<file path="src/rv32i_pkg.sv">
package rv32i_pkg;

    localparam int XLEN       = 32;
    localparam int INST_BYTES = 4;  // pc step per instruction

    // major opcodes
    typedef enum logic [6:0] {
        OPC_LUI    = 7'b0110111,
        OPC_AUIPC  = 7'b0010111,
        OPC_JAL    = 7'b1101111,
        OPC_JALR   = 7'b1100111,
        OPC_BRANCH = 7'b1100011,
        OPC_LOAD   = 7'b0000011,
        OPC_STORE  = 7'b0100011,
        OPC_OP_IMM = 7'b0010011,
        OPC_OP     = 7'b0110011,
        OPC_FENCE  = 7'b0001111,
        OPC_SYSTEM = 7'b1110011
    } opcode_t;

    // {funct7, funct3} for OP-IMM
    typedef enum logic [9:0] {
        F_ADDI  = {7'b0000000, 3'b000},
        F_SLTI  = {7'b0000000, 3'b010},
        F_SLTIU = {7'b0000000, 3'b011},
        F_XORI  = {7'b0000000, 3'b100},
        F_ORI   = {7'b0000000, 3'b110},
        F_ANDI  = {7'b0000000, 3'b111},
        F_SLLI  = {7'b0000000, 3'b001},
        F_SRLI  = {7'b0000000, 3'b101},
        F_SRAI  = {7'b0100000, 3'b101}
    } itype_funct_t;

    // {funct7, funct3} for OP
    typedef enum logic [9:0] {
        F_ADD  = {7'b0000000, 3'b000},
        F_SUB  = {7'b0100000, 3'b000},
        F_SLL  = {7'b0000000, 3'b001},
        F_SLT  = {7'b0000000, 3'b010},
        F_SLTU = {7'b0000000, 3'b011},
        F_XOR  = {7'b0000000, 3'b100},
        F_SRL  = {7'b0000000, 3'b101},
        F_SRA  = {7'b0100000, 3'b101},
        F_OR   = {7'b0000000, 3'b110},
        F_AND  = {7'b0000000, 3'b111}
    } rtype_funct_t;

    typedef enum logic [2:0] {
        LD_LB  = 3'b000,
        LD_LH  = 3'b001,
        LD_LW  = 3'b010,
        LD_LBU = 3'b100,
        LD_LHU = 3'b101
    } load_funct3_t;

    typedef enum logic [2:0] {
        ST_SB = 3'b000,
        ST_SH = 3'b001,
        ST_SW = 3'b010
    } store_funct3_t;

    typedef enum logic [2:0] {
        BR_BEQ  = 3'b000,
        BR_BNE  = 3'b001,
        BR_BLT  = 3'b100,
        BR_BGE  = 3'b101,
        BR_BLTU = 3'b110,
        BR_BGEU = 3'b111
    } branch_funct3_t;

    // classes with a golden result
    typedef enum logic [2:0] {
        OP_XORI  = 3'd0,
        OP_AUIPC = 3'd1,
        OP_JAL   = 3'd2,
        OP_BLT   = 3'd3,
        OP_LB    = 3'd4,
        OP_OTHER = 3'd5
    } op_kind_t;

    typedef struct packed {
        logic        valid;
        logic [31:0] inst;
        logic [31:0] pc;
        logic [31:0] rs1_val;
        logic [31:0] rs2_val;
        logic [31:0] mem_word;
    } retire_req_t;

    typedef struct packed {
        logic [6:0]      opcode;   // raw, may be illegal
        logic [4:0]      rd;
        logic [2:0]      funct3;
        logic [6:0]      funct7;
        logic [XLEN-1:0] imm_i;
        logic [XLEN-1:0] imm_b;
        logic [XLEN-1:0] imm_j;
        logic [XLEN-1:0] imm_u;
        logic [31:0]     inst;
        logic [31:0]     pc;
        logic [31:0]     rs1_val;
        logic [31:0]     rs2_val;
        logic [31:0]     mem_word;
    } decoded_t;

    typedef struct packed {
        logic        valid;
        logic        inst_ok;
        op_kind_t    op;
        logic [4:0]  rd;
        logic        rd_we;
        logic [31:0] rd_val;
        logic [31:0] mem_addr;
        logic [31:0] next_pc;
    } retire_rsp_t;

endpackage

</file>
<file path="src/inst_decoder.sv">
`timescale 1ns/100ps

module inst_decoder (
    input  logic                   clk,
    input  logic                   rst,
    input  rv32i_pkg::retire_req_t req_i,
    output rv32i_pkg::decoded_t    stage1_o,
    output logic                   s1_valid_o
);
    import rv32i_pkg::*;

    decoded_t   dec;
    logic [31:0] w;

    assign w = req_i.inst;

    // field slicing and immediate assembly
    always_comb begin
        dec.opcode   = w[6:0];
        dec.rd       = w[11:7];
        dec.funct3   = w[14:12];
        dec.funct7   = w[31:25];
        dec.imm_i    = {{(XLEN-12){w[31]}}, w[31:20]};
        dec.imm_b    = {{(XLEN-13){w[31]}}, w[31], w[7], w[30:25], w[11:8], 1'b0};
        dec.imm_j    = {{(XLEN-21){w[31]}}, w[31], w[19:12], w[20], w[30:21], 1'b0};
        dec.imm_u    = {w[31:12], 12'b0};  // upper 20, low bits zero
        dec.inst     = w;
        dec.pc       = req_i.pc;
        dec.rs1_val  = req_i.rs1_val;
        dec.rs2_val  = req_i.rs2_val;
        dec.mem_word = req_i.mem_word;
    end

    always_ff @(posedge clk) begin
        if (rst) begin
            s1_valid_o <= 1'b0;
        end else begin
            s1_valid_o <= req_i.valid;
        end
    end

    // payload loads every cycle, qualified by s1_valid_o
    always_ff @(posedge clk) begin
        stage1_o <= dec;
    end

endmodule

</file>
<file path="src/inst_validator.sv">
`timescale 1ns/100ps

module inst_validator (
    input  rv32i_pkg::decoded_t stage1_i,
    output logic                inst_ok_o
);
    import rv32i_pkg::*;

    logic [9:0]  funct_comb;
    logic [31:0] w;
    logic        fence_ok;
    logic        system_ok;
    logic        op_imm_ok;

    assign funct_comb = {stage1_i.funct7, stage1_i.funct3};
    assign w          = stage1_i.inst;

    // FENCE with fm zero, any pred/succ; FENCE.I fully fixed
    assign fence_ok = (w ==? 32'b0000_????_????_00000_000_00000_0001111) ||
                      (w == 32'b000000000000_00000_001_00000_0001111);

    // ECALL / EBREAK differ only in bit 20
    assign system_ok = (w[31:21] == 11'b0) && (w[19:7] == 13'b0);

    // shifts pin funct7, the other immediate ops take any imm
    always_comb begin
        if (stage1_i.funct3 == 3'b001 || stage1_i.funct3 == 3'b101) begin
            op_imm_ok = funct_comb inside {F_SLLI, F_SRLI, F_SRAI};
        end else begin
            op_imm_ok = 1'b1;
        end
    end

    always_comb begin
        case (stage1_i.opcode)
            OPC_LUI: inst_ok_o = 1'b1;
            OPC_AUIPC: inst_ok_o = 1'b1;
            OPC_JAL: inst_ok_o = (stage1_i.imm_j[1:0] == 2'b00);
            OPC_JALR: begin
                inst_ok_o = (stage1_i.funct3 == 3'b000) && (stage1_i.imm_i[1:0] == 2'b00);
            end
            OPC_BRANCH: begin
                inst_ok_o = (stage1_i.funct3 inside {BR_BEQ, BR_BNE, BR_BLT,
                                                     BR_BGE, BR_BLTU, BR_BGEU}) &&
                            (stage1_i.imm_b[1:0] == 2'b00);
            end
            OPC_LOAD: begin
                inst_ok_o = stage1_i.funct3 inside {LD_LB, LD_LH, LD_LW, LD_LBU, LD_LHU};
            end
            OPC_STORE: inst_ok_o = stage1_i.funct3 inside {ST_SB, ST_SH, ST_SW};
            OPC_OP_IMM: inst_ok_o = op_imm_ok;
            OPC_OP: begin
                inst_ok_o = funct_comb inside {F_ADD, F_SUB, F_SLL, F_SLT, F_SLTU,
                                               F_XOR, F_SRL, F_SRA, F_OR, F_AND};
            end
            OPC_FENCE: inst_ok_o = fence_ok;
            OPC_SYSTEM: inst_ok_o = system_ok;
            default: inst_ok_o = 1'b0;  // unknown major opcode
        endcase
    end

endmodule

</file>
<file path="src/retire_ctrl.sv">
`timescale 1ns/100ps

module retire_ctrl (
    input  logic                clk,
    input  logic                rst,
    input  rv32i_pkg::decoded_t stage1_i,
    input  logic                s1_valid_i,
    input  logic                inst_ok_i,
    output rv32i_pkg::op_kind_t op_o,
    output logic                rsp_valid_o,
    output logic                rsp_ok_o,
    output rv32i_pkg::op_kind_t rsp_op_o,
    output logic [4:0]          rsp_rd_o,
    output logic                rsp_rd_we_o
);
    import rv32i_pkg::*;

    logic writes_rd;

    // classify, illegal words fall to OP_OTHER
    always_comb begin
        op_o = OP_OTHER;
        if (inst_ok_i) begin
            case (stage1_i.opcode)
                OPC_OP_IMM: begin
                    if (stage1_i.funct3 == 3'b100) begin
                        op_o = OP_XORI;
                    end
                end
                OPC_AUIPC: op_o = OP_AUIPC;
                OPC_JAL: op_o = OP_JAL;
                OPC_BRANCH: begin
                    if (stage1_i.funct3 == BR_BLT) begin
                        op_o = OP_BLT;
                    end
                end
                OPC_LOAD: begin
                    if (stage1_i.funct3 == LD_LB) begin
                        op_o = OP_LB;
                    end
                end
                default: op_o = OP_OTHER;
            endcase
        end
    end

    assign writes_rd = (op_o inside {OP_XORI, OP_AUIPC, OP_JAL, OP_LB}) &&
                       (stage1_i.rd != 5'd0);  // x0 never written

    always_ff @(posedge clk) begin
        if (rst) begin
            rsp_valid_o <= 1'b0;
        end else begin
            rsp_valid_o <= s1_valid_i;
        end
    end

    always_ff @(posedge clk) begin
        rsp_ok_o    <= inst_ok_i;
        rsp_op_o    <= op_o;
        rsp_rd_o    <= stage1_i.rd;
        rsp_rd_we_o <= writes_rd;
    end

endmodule

</file>
<file path="src/exec_unit.sv">
`timescale 1ns/100ps

module exec_unit (
    input  logic                clk,
    input  rv32i_pkg::decoded_t stage1_i,
    input  rv32i_pkg::op_kind_t op_i,
    output logic [31:0]         rd_val_o,
    output logic [31:0]         mem_addr_o
);
    import rv32i_pkg::*;

    logic [XLEN-1:0] lb_addr;
    logic [XLEN-1:0] lb_shifted;
    logic [7:0]      lb_byte;
    logic [XLEN-1:0] wb_val;
    logic [XLEN-1:0] addr_val;

    assign lb_addr = stage1_i.rs1_val + stage1_i.imm_i;

    // little-endian byte lane from the low address bits
    assign lb_shifted = stage1_i.mem_word >> {lb_addr[1:0], 3'b000};
    assign lb_byte    = lb_shifted[7:0];

    always_comb begin
        addr_val = '0;
        case (op_i)
            OP_XORI: wb_val = stage1_i.rs1_val ^ stage1_i.imm_i;
            OP_AUIPC: wb_val = stage1_i.pc + stage1_i.imm_u;
            OP_JAL: wb_val = stage1_i.pc + INST_BYTES;  // link value
            OP_LB: begin
                wb_val   = {{(XLEN-8){lb_byte[7]}}, lb_byte};
                addr_val = lb_addr;
            end
            default: wb_val = '0;
        endcase
    end

    always_ff @(posedge clk) begin
        rd_val_o   <= wb_val;
        mem_addr_o <= addr_val;
    end

endmodule

</file>
<file path="src/branch_unit.sv">
`timescale 1ns/100ps

module branch_unit (
    input  logic                clk,
    input  rv32i_pkg::decoded_t stage1_i,
    input  rv32i_pkg::op_kind_t op_i,
    output logic [31:0]         next_pc_o
);
    import rv32i_pkg::*;

    logic [XLEN-1:0] seq_pc;
    logic            blt_taken;
    logic [XLEN-1:0] target;

    assign seq_pc    = stage1_i.pc + INST_BYTES;
    assign blt_taken = $signed(stage1_i.rs1_val) < $signed(stage1_i.rs2_val);

    always_comb begin
        case (op_i)
            OP_JAL: target = stage1_i.pc + stage1_i.imm_j;
            OP_BLT: target = blt_taken ? (stage1_i.pc + stage1_i.imm_b) : seq_pc;
            default: target = seq_pc;  // fall through
        endcase
    end

    always_ff @(posedge clk) begin
        next_pc_o <= target;
    end

endmodule

</file>
<file path="src/retire_ref_top.sv">
`timescale 1ns/100ps

module retire_ref_top (
    input  logic                   clk,
    input  logic                   rst,
    input  rv32i_pkg::retire_req_t req_i,
    output rv32i_pkg::retire_rsp_t rsp_o
);
    import rv32i_pkg::*;

    decoded_t    stage1;
    logic        s1_valid;
    logic        inst_ok;
    op_kind_t    op;
    logic        rsp_valid;
    logic        rsp_ok;
    op_kind_t    rsp_op;
    logic [4:0]  rsp_rd;
    logic        rsp_rd_we;
    logic [31:0] rd_val;
    logic [31:0] mem_addr;
    logic [31:0] next_pc;

    inst_decoder u_decoder (
        .clk        (clk),
        .rst        (rst),
        .req_i      (req_i),
        .stage1_o   (stage1),
        .s1_valid_o (s1_valid)
    );

    inst_validator u_validator (
        .stage1_i  (stage1),
        .inst_ok_o (inst_ok)
    );

    retire_ctrl u_ctrl (
        .clk         (clk),
        .rst         (rst),
        .stage1_i    (stage1),
        .s1_valid_i  (s1_valid),
        .inst_ok_i   (inst_ok),
        .op_o        (op),
        .rsp_valid_o (rsp_valid),
        .rsp_ok_o    (rsp_ok),
        .rsp_op_o    (rsp_op),
        .rsp_rd_o    (rsp_rd),
        .rsp_rd_we_o (rsp_rd_we)
    );

    exec_unit u_exec (
        .clk        (clk),
        .stage1_i   (stage1),
        .op_i       (op),
        .rd_val_o   (rd_val),
        .mem_addr_o (mem_addr)
    );

    branch_unit u_branch (
        .clk       (clk),
        .stage1_i  (stage1),
        .op_i      (op),
        .next_pc_o (next_pc)
    );

    // response fields all come from stage two registers
    assign rsp_o.valid    = rsp_valid;
    assign rsp_o.inst_ok  = rsp_ok;
    assign rsp_o.op       = rsp_op;
    assign rsp_o.rd       = rsp_rd;
    assign rsp_o.rd_we    = rsp_rd_we;
    assign rsp_o.rd_val   = rd_val;
    assign rsp_o.mem_addr = mem_addr;
    assign rsp_o.next_pc  = next_pc;

endmodule

</file>
<file path="config.mk">
export PLATFORM = sky130hd
export DESIGN_NAME = retire_ref_top
export DESIGN_NICKNAME = d
export VERILOG_FILES = /design/src/rv32i_pkg.sv /design/src/inst_decoder.sv /design/src/inst_validator.sv /design/src/retire_ctrl.sv /design/src/exec_unit.sv /design/src/branch_unit.sv /design/src/retire_ref_top.sv
export SDC_FILE = /design/constraint.sdc
export NUM_CORES = 1
export LEC_CHECK = 0
export ABC_CLOCK_PERIOD_IN_PS = 3500
export BUFFER_PORTS_ARGS = -buffer_cell sky130_fd_sc_hd__buf_4
export CAP_MARGIN = 20
export CORE_ASPECT_RATIO = 1.2
export CORE_UTILIZATION = 50
export CTS_CLUSTER_SIZE = 8
export DETAILED_ROUTE_END_ITERATION = 8
export PLACE_DENSITY = 0.89
export RECOVER_POWER = 50
export SLEW_MARGIN = 20
export SYNTH_ARGS = -nofsm -noshare
export SYNTH_HDL_FRONTEND = slang
export SYNTH_SLANG_ARGS = --single-unit
</file>
<file path="constraint.sdc">
create_clock -name clk -period 3.5 [get_ports clk]
set_clock_uncertainty 0.15 [all_clocks]
set_input_delay 0.7 -clock clk [delete_from_list [all_inputs] [get_ports clk]]
set_output_delay 0.7 -clock clk [all_outputs]
set_load 0.05 [all_outputs]
</file>
==> flow_summary.toml, run 1 <==
[detailed_routing]
routed-via-count = 12500
routed_wirelength_mm = 43.9
route.antenna.remaining_nets = 0
initialDrtViolationCount = 853
routed_via_density = 6.02
drc = 0
drt-pass1-iter-count = 5
detail_route.wl_per_cell_um = 21.1

[floorplanning]
design.core.area_mm2 = 0.0262
starting_utilization_of_the_core_area = 0.508
die-area_mm2 = 0.0272
die-width_um = 151
top_level_port_count = 270
die-height_um = 181
rows = 65

[timing]
finalHoldWorstSlack_ps = 145
timing.final.hold_violations = 0
setup-tns-final_ps = 0
setup_slack_ps = 127
final_max_slew_viol_count = 0
slew_headroom = 0.332
finalSetupViolCount = 0
max_slew.worst_pin.slew_ps = 1000
rsz_0062_raised_after_global_routing = "false"
timing.final.crit_share = 0.964
fin_crit_ps = 3370
max_clock_freq_mhz = 297

[synth]
ys_async_sr_fraction = 0
register_area_share_after_synthesis = 0.404
synth_cell_types = 78
synth_enable_flop_cells = 0
syn_avg_cell_area_um2 = 9.28
netlist_area_mm2 = 0.0133
synthFlopType = "dfxtp_1"
yosysWarningCount = 0
synth_seq_cells = 268
synth.most_common_cell = "dfxtp_1"
yosys-top-cells-area = "dfxtp_1 (40%), ha_1 (11%), xnor2_1 (4.0%), a21oi_1 (3.6%), xor2_1 (3.5%)"
syn-num-nets = 1716
synth_largest_type_area_fraction = 0.404
synthTopCellsByCount = "dfxtp_1 (268), nor2_1 (122), ha_1 (117)"
syn_inst = 1432
yosys.area.top_type = "dfxtp_1"

[worst_setup_path]
critical_path_peak_fanout = 18
worstPathRequired_ps = 3770
path_depth = 12
critical_path.cell_chain = "inv_1 > ha_1 > a21oi_1 > a21boi_0 > o311ai_0 > a21boi_0 > o32a_1 > buf_4 > nor3_1 > buf_4 > a221oi_1 > o32ai_1"
reg2reg_setup_slack_ps = 130
depth_of_the_worst_register_to_register_path = 12
worst_path_max_delay_cell = "o311ai_0"
critPathTopFamily = "compound AO/OA/AOI/OAI gates"
path_buf_inv = 3
worst_setup_path_endpoint = "u_branch.next_pc_o[22]"
timing.setup.critical_path_class = "flip-flop to flip-flop"
kind_of_start_point_of_the_critical_path = "flip-flop"
worst_path_largest_cell_delay_ps = 480
worstPathArrival_ps = 3640
setup.worst_path.end_class = "flip-flop"
reg2reg_from = "u_decoder.stage1_o[52]"
worst_r2r_endpoint = "u_branch.next_pc_o[22]"
crit_path_start = "u_decoder.stage1_o[52]"

[power]
power_frac_seq = 0.405
power_density_mw_per_mm2 = 483
power_frac_clock = 0.401
leakagePower_nw = 7.63
totalPowerFinal_mw = 8.18
p_switching_mw = 2.30
switching_share = 0.281
internal_power_mw = 5.88
ir_worst_vdd_mv = 0.415
combinational_power_share = 0.194

[placement]
pre_cts_slack_ps = 80.6
final_gp_congestion = 0.920
place.port_buffers = 269
dp_hpwl_mm = 33.4

[clocking]
clk_pin_slew_worst_paths_ps = 50
numCtsBuffers = 39
tritoncts_num_sinks = 268
max-clock-path-buffers = 3
worst_skew_pair.late_latency_ps = 530
cts-htree-levels = 2
clock_tree_from_tritoncts = "done"
root_buffer = "clkbuf_16"
holdBufCountCts = 0

[grt]
grt_overflow = 0
number_of_global_route_vias_before_repair = 12900
initial_antenna_violation_count = 3
grt_util_all_layers = 0.318
wire_length_of_the_first_global_routing_pass_mm = 66.6
pin_count_of_the_biggest_net_entering_global_routing = 41

[job]
cap_violations = 0

[cells_and_area]
fraction_of_layout_instances_using_a_drive_strength_above_1 = 0.220
fin_nets = 2030
postLayoutCoreUtil = 0.647
syn2layout_area_growth_pct = 27.5

[run_status]
run_status = "complete, no violations"

[worst_hold_path]
hold_path.class = "primary input to flip-flop"
[cells by family (layout without fill, tap and decap cells)]
group / after synthesis / count (layout) / synth area share
compound gates: 420 / 420 / 0.215
simple gates: 367 / 367 / 0.132
flops: 268 / 268 / 0.404
buf+inv: 125 / 441 / 0.0391
fa+ha+maj: 121 / 121 / 0.116
xor+xnor: 113 / 113 / 0.0744
mux: 18 / 18 / 0.0201
other cells: 0 / 2 / 0
[through the flow]
step | instances | cell area (um^2)
finish | 2085 | 16900
global route | 2083 | 16900
CTS | 2083 | 17000
detailed placement | 2040 | 16000
global placement | 2040 | 16000
floorplan | 1432 | 13300
[sequential cells by signal (all words and copies together), names as in the netlist]
signal and flops:
u_branch.next_pc_o 32, u_ctrl.rsp_ok_o 1, u_ctrl.rsp_op_o 3, u_ctrl.rsp_rd_o 5, u_ctrl.rsp_rd_we_o 1, u_ctrl.rsp_valid_o 1
u_decoder.s1_valid_o 1, u_decoder.stage1_o 160, u_exec.mem_addr_o 32, u_exec.rd_val_o 32
[area by class of cell]
type,count,area [um^2]
fillers,2107,9240
multi-input cells,1039,7470
flip-flops and latches,268,5370
repair buffers,332,2400
clock buffers,41,1000
well taps,335,419
inverters,66,248
clock inverters,2,28.8
diodes,2,5.00
[layer usage]
layer  share of wire  vias to the layer above  routed length (um)  track usage
li1                -                     5815                   -            -
met2            0.50                      653               22000        0.559
met1            0.36                     5886               15900        0.345
met3           0.075                      192                3310       0.0625
met5         0.00025                        -                  11            0
met4           0.062                        2                2710        0.199
[power by group through the flow]
stage	registers [mW]	logic (mW)	clock network, mW
2_1_floorplan	3.43	0.943	0
3_3_place_gp	3.36	1.53	0
3_5_place_dp	3.36	1.56	0
4_1_cts	3.31	1.58	3.32
5_1_grt	3.32	1.71	3.45
6_report	3.31	1.59	3.28
[how the worst min path moves through the flow]
stage	start	endpoint	slack [ps]	cells past startpoint
final	req_i[54]	u_decoder.stage1_o[54]	150	1
after CTS	req_i[89]	u_decoder.stage1_o[89]	110	1
after global routing	req_i[95]	u_decoder.stage1_o[95]	140	1
after detailed placement	u_decoder.stage1_o[96]	u_branch.next_pc_o[0]	210	0
after floorplan	u_decoder.stage1_o[96]	u_branch.next_pc_o[0]	180	0
after global placement	u_decoder.stage1_o[96]	u_branch.next_pc_o[0]	210	0
[placed cells by master (no fill, tap or decap), types with 6 or more instances in the layout]
cell       synthesis  routed
o221ai_1          11      11
clkbuf_1          44      33
o22ai_1           18      18
nor4_1            10      10
a22oi_1           21      21
buf_4              4     147
o2111ai_1          8       7
ha_1             117     117
o21a_1            15      15
a211o_1           11      11
dfxtp_1          268     266
o21bai_1          14      14
a221oi_1           8       8
nand3_1           25      25
nand2b_1           8       8
a21oi_1           95      94
inv_1             66      66
a211oi_1          14      12
nor3_1            24      22
a31oi_1           15      14
a21boi_0           7       6
nor2_1           122     121
a221o_1            8       8
mux2i_1           11      11
and2_1             7       7
a21o_1            33      33
clkbuf_4           0     149
mux4_2             7       7
clkbuf_16          0      39
xor2_1            53      53
nand2_1           94      94
nor2b_1           15      14
and3_1            14      14
o211ai_1           9       9
xnor2_1           60      60
nand4_1           20      20
o21ai_0           85      84
[what timing repair did]
item	4_1_cts	5_1_grt
buffers inserted	0	0
gates resized for setup	0	16
endpoints found under the setup margin	0	27
hold endpoints to repair	0	0
Note: power is estimated with default switching activity, not from simulation.
==> inputs of run 2 (changes only) <==
CORE_UTILIZATION = 52   (was 50)
SYNTH_HIERARCHICAL = 1   (was default)
==> flow_summary.toml, run 2 <==
[run_status]
run_status = "complete, no violations"

[power]
combinational_power_share = 0.242
totalPowerFinal_mw = 8.79
ir_worst_vdd_mv = 0.441
p_switching_mw = 2.69
leakagePower_nw = 9.19
internal_power_mw = 6.10
power_density_mw_per_mm2 = 429
power_frac_clock = 0.381
power_frac_seq = 0.377
switching_share = 0.306

[synth]
ys_async_sr_fraction = 0
synthFlopType = "dfxtp_1"
yosys.area.top_type = "dfxtp_1"
synthSimpleGateAreaFrac = 0.142
register_area_share_after_synthesis = 0.314
syn_avg_cell_area_um2 = 8.94
syn_inst = 1912
arithmetic_cell_share_of_the_synthesized_area_counting_full_adders_half_adders_and_majority_gates = 0.120
combinational_family_with_the_most_area_after_synthesis = "compound AO/OA/AOI/OAI gates"
yosysWarningCount = 6
yosys-top-cells-area = "dfxtp_1 (31%), ha_1 (11%), buf_4 (6.8%), xnor2_1 (4.5%), a21oi_1 (4.3%)"
synth_seq_cells = 268
synth_cell_types = 106
netlist_area_mm2 = 0.0171
synth-compound-area-share = 0.232
synth.area.mux_share = 0.0166
synth_largest_type_area_fraction = 0.314
yosys.area_share.xor_xnor = 0.0774
synth_enable_flop_cells = 0
synthTopCellsByCount = "dfxtp_1 (268), ha_1 (157), buf_4 (154)"
synth.most_common_cell = "dfxtp_1"

[cells_and_area]
mostFrequentLayoutCells = "dfxtp_1 (265), buf_4 (202), ha_1 (157)"
fraction_of_layout_instances_using_a_drive_strength_above_1 = 0.244
largest_register = "u_decoder/stage1_o"
largest_register_ffs = 160
design_area_mm2 = 0.0205
final_common_cell = "dfxtp_1"
finish.cell_count_without_fillers = 2559
fin_nets = 2471
syn2layout_area_growth_pct = 19.7

[clocking]
clock_tree_from_tritoncts = "done"
root_buffer = "clkbuf_16"
max-clock-path-buffers = 3
clk_pin_slew_worst_paths_ps = 60
tritoncts_num_sinks = 268
worst_skew_pair.late_latency_ps = 540
cts-htree-levels = 2
holdBufCountCts = 0
numCtsBuffers = 39

[timing]
final_max_slew_viol_count = 0
finalSetupViolCount = 0
max_slew.worst_pin.slew_ps = 697
slew_headroom = 0.524
max_clock_freq_mhz = 290
timing.final.hold_violations = 0
finalHoldWorstSlack_ps = 123
fin_crit_ps = 3450
rsz_0062_raised_after_global_routing = "true"
timing.final.crit_share = 0.984

[floorplanning]
die-area_mm2 = 0.0336
top_level_port_count = 270
design.core.area_mm2 = 0.0323
rows = 72
die-width_um = 168
starting_utilization_of_the_core_area = 0.530
die-height_um = 201

[placement]
place_area_mm2 = 0.0191
placed_cells_incl_taps = 2500
dp_hpwl_mm = 41.7
place.port_buffers = 269
final_gp_congestion = 1.00

[worst_setup_path]
timing.setup.critical_path_class = "flip-flop to flip-flop"
critical_path_peak_fanout = 9
worstPathArrival_ps = 3770
worstPathRequired_ps = 3820
kind_of_start_point_of_the_critical_path = "flip-flop"
setup.worst_path.end_class = "flip-flop"

[detailed_routing]
detail_route.wl_per_cell_um = 21.4
drt-pass1-iter-count = 5
route.antenna.remaining_nets = 0
routed_wirelength_mm = 54.6
drc = 0
routed-via-count = 15900
initialDrtViolationCount = 1444
routed_via_density = 6.21

[grt]
number_of_global_route_vias_before_repair = 16000
initial_antenna_violation_count = 1
grt_overflow = 0
wire_length_of_the_first_global_routing_pass_mm = 83.6
grt_util_all_layers = 0.315
pin_count_of_the_biggest_net_entering_global_routing = 51

[worst_hold_path]
hold_path.class = "primary input to flip-flop"

[job]
cap_violations = 0
## run 2: changes by cell type in the layout (fill, tap and decap cells not counted), sizes merged, moves of 9 or more
| cell | before | now |
|---|---|---|
| nor2 | 122 | 112 |
| xnor2 | 60 | 87 |
| nand2 | 95 | 117 |
| o21ai | 90 | 99 |
| nand3 | 26 | 55 |
| a22oi | 21 | 8 |
| ha | 117 | 157 |
| buf | 150 | 213 |
| and3 | 14 | 30 |
| xor2 | 53 | 64 |
| conb | 0 | 14 |
| a21o | 33 | 76 |
| a21oi | 95 | 153 |
## run 2: repair_timing
item | CTS | global route
pin swaps | 0 | 10
setup endpoints to repair | 15 | 85
buffers inserted | 0 | 11
cloned | 0 | 3
resized for setup | 5 | 59
## run 2: final timing paths
kind,start,cells after the start,endpoint,slack (ps)
min,req_i[113],1,u_decoder/stage1_o[113],120
max,u_decoder/stage1_o[157],15,u_exec/rd_val_o[19],50
max reg2reg,u_decoder/stage1_o[157],15,u_exec/rd_val_o[19],50
min reg2reg,u_decoder/stage1_o[138],0,u_ctrl/rsp_rd_o[3],260
## run 2: layout make-up
type                    instances  area [um^2]
multi-input cells            1385        10300
clock inverters                 3         48.8
diodes                          1         2.50
flip-flops and latches        268         5370
clock buffers                  42          997
well taps                     407          509
inverters                      64          244
fillers                      2573        11800
repair buffers                389         2980
## run 2: power by group through the flow
stage          clock [mW]  combinational, mW  sequential (mW)
2_1_floorplan           0               1.43             3.45
3_3_place_gp            0               2.00             3.36
3_5_place_dp            0               2.05             3.36
4_1_cts              3.40               2.07             3.31
5_1_grt              3.53               2.29             3.32
6_report             3.35               2.13             3.31
## run 2: cells by family (layout without fill, tap and decap cells)
| logic type | after synthesis | after routing |
|---|---|---|
| AO/OA/AOI/OAI | 561 | 561 |
| AND/OR/NAND/NOR | 481 | 481 |
| buffers and inverters | 272 | 498 |
| flip-flops | 268 | 268 |
| adder cells (fa/ha/maj) | 161 | 161 |
| XOR/XNOR | 151 | 151 |
| multiplexers | 17 | 17 |
| other | 1 | 15 |
## run 2: through the flow
stage                     TNS (ps)  utilization  worst slack (ps)
after floorplan              -83.8            -             -83.8
after global placement        -161        0.593              -124
after detailed placement      -649        0.593              -198
after CTS                        0        0.626             0.897
after global routing          -609        0.635             -71.8
final                            0        0.635              54.3
## run 2: critical path, stage by stage, from the launching register on
cell	delay [ps]
dfxtp_1	310
or4_4	540
o32ai_2	250
nand3b_1	90
o21ai_1	160
a211o_1	150
nand3_2	90
a41oi_2	180
nand2_2	100
or2_4	300
buf_6	150
or3_4	450
buf_12	160
o21ai_2	140
a41oi_1	70
nand3_1	100
## run 2: routing by layer
| metal | global-route usage | vias up | routed length, um |
|---|---|---|---|
| li1 | - | 7282 | - |
| met4 | 0.233 | 0 | 4210 |
| met5 | 0 | - | 0 |
| met3 | 0.0534 | 260 | 3980 |
| met2 | 0.540 | 899 | 26300 |
| met1 | 0.349 | 7460 | 20100 |
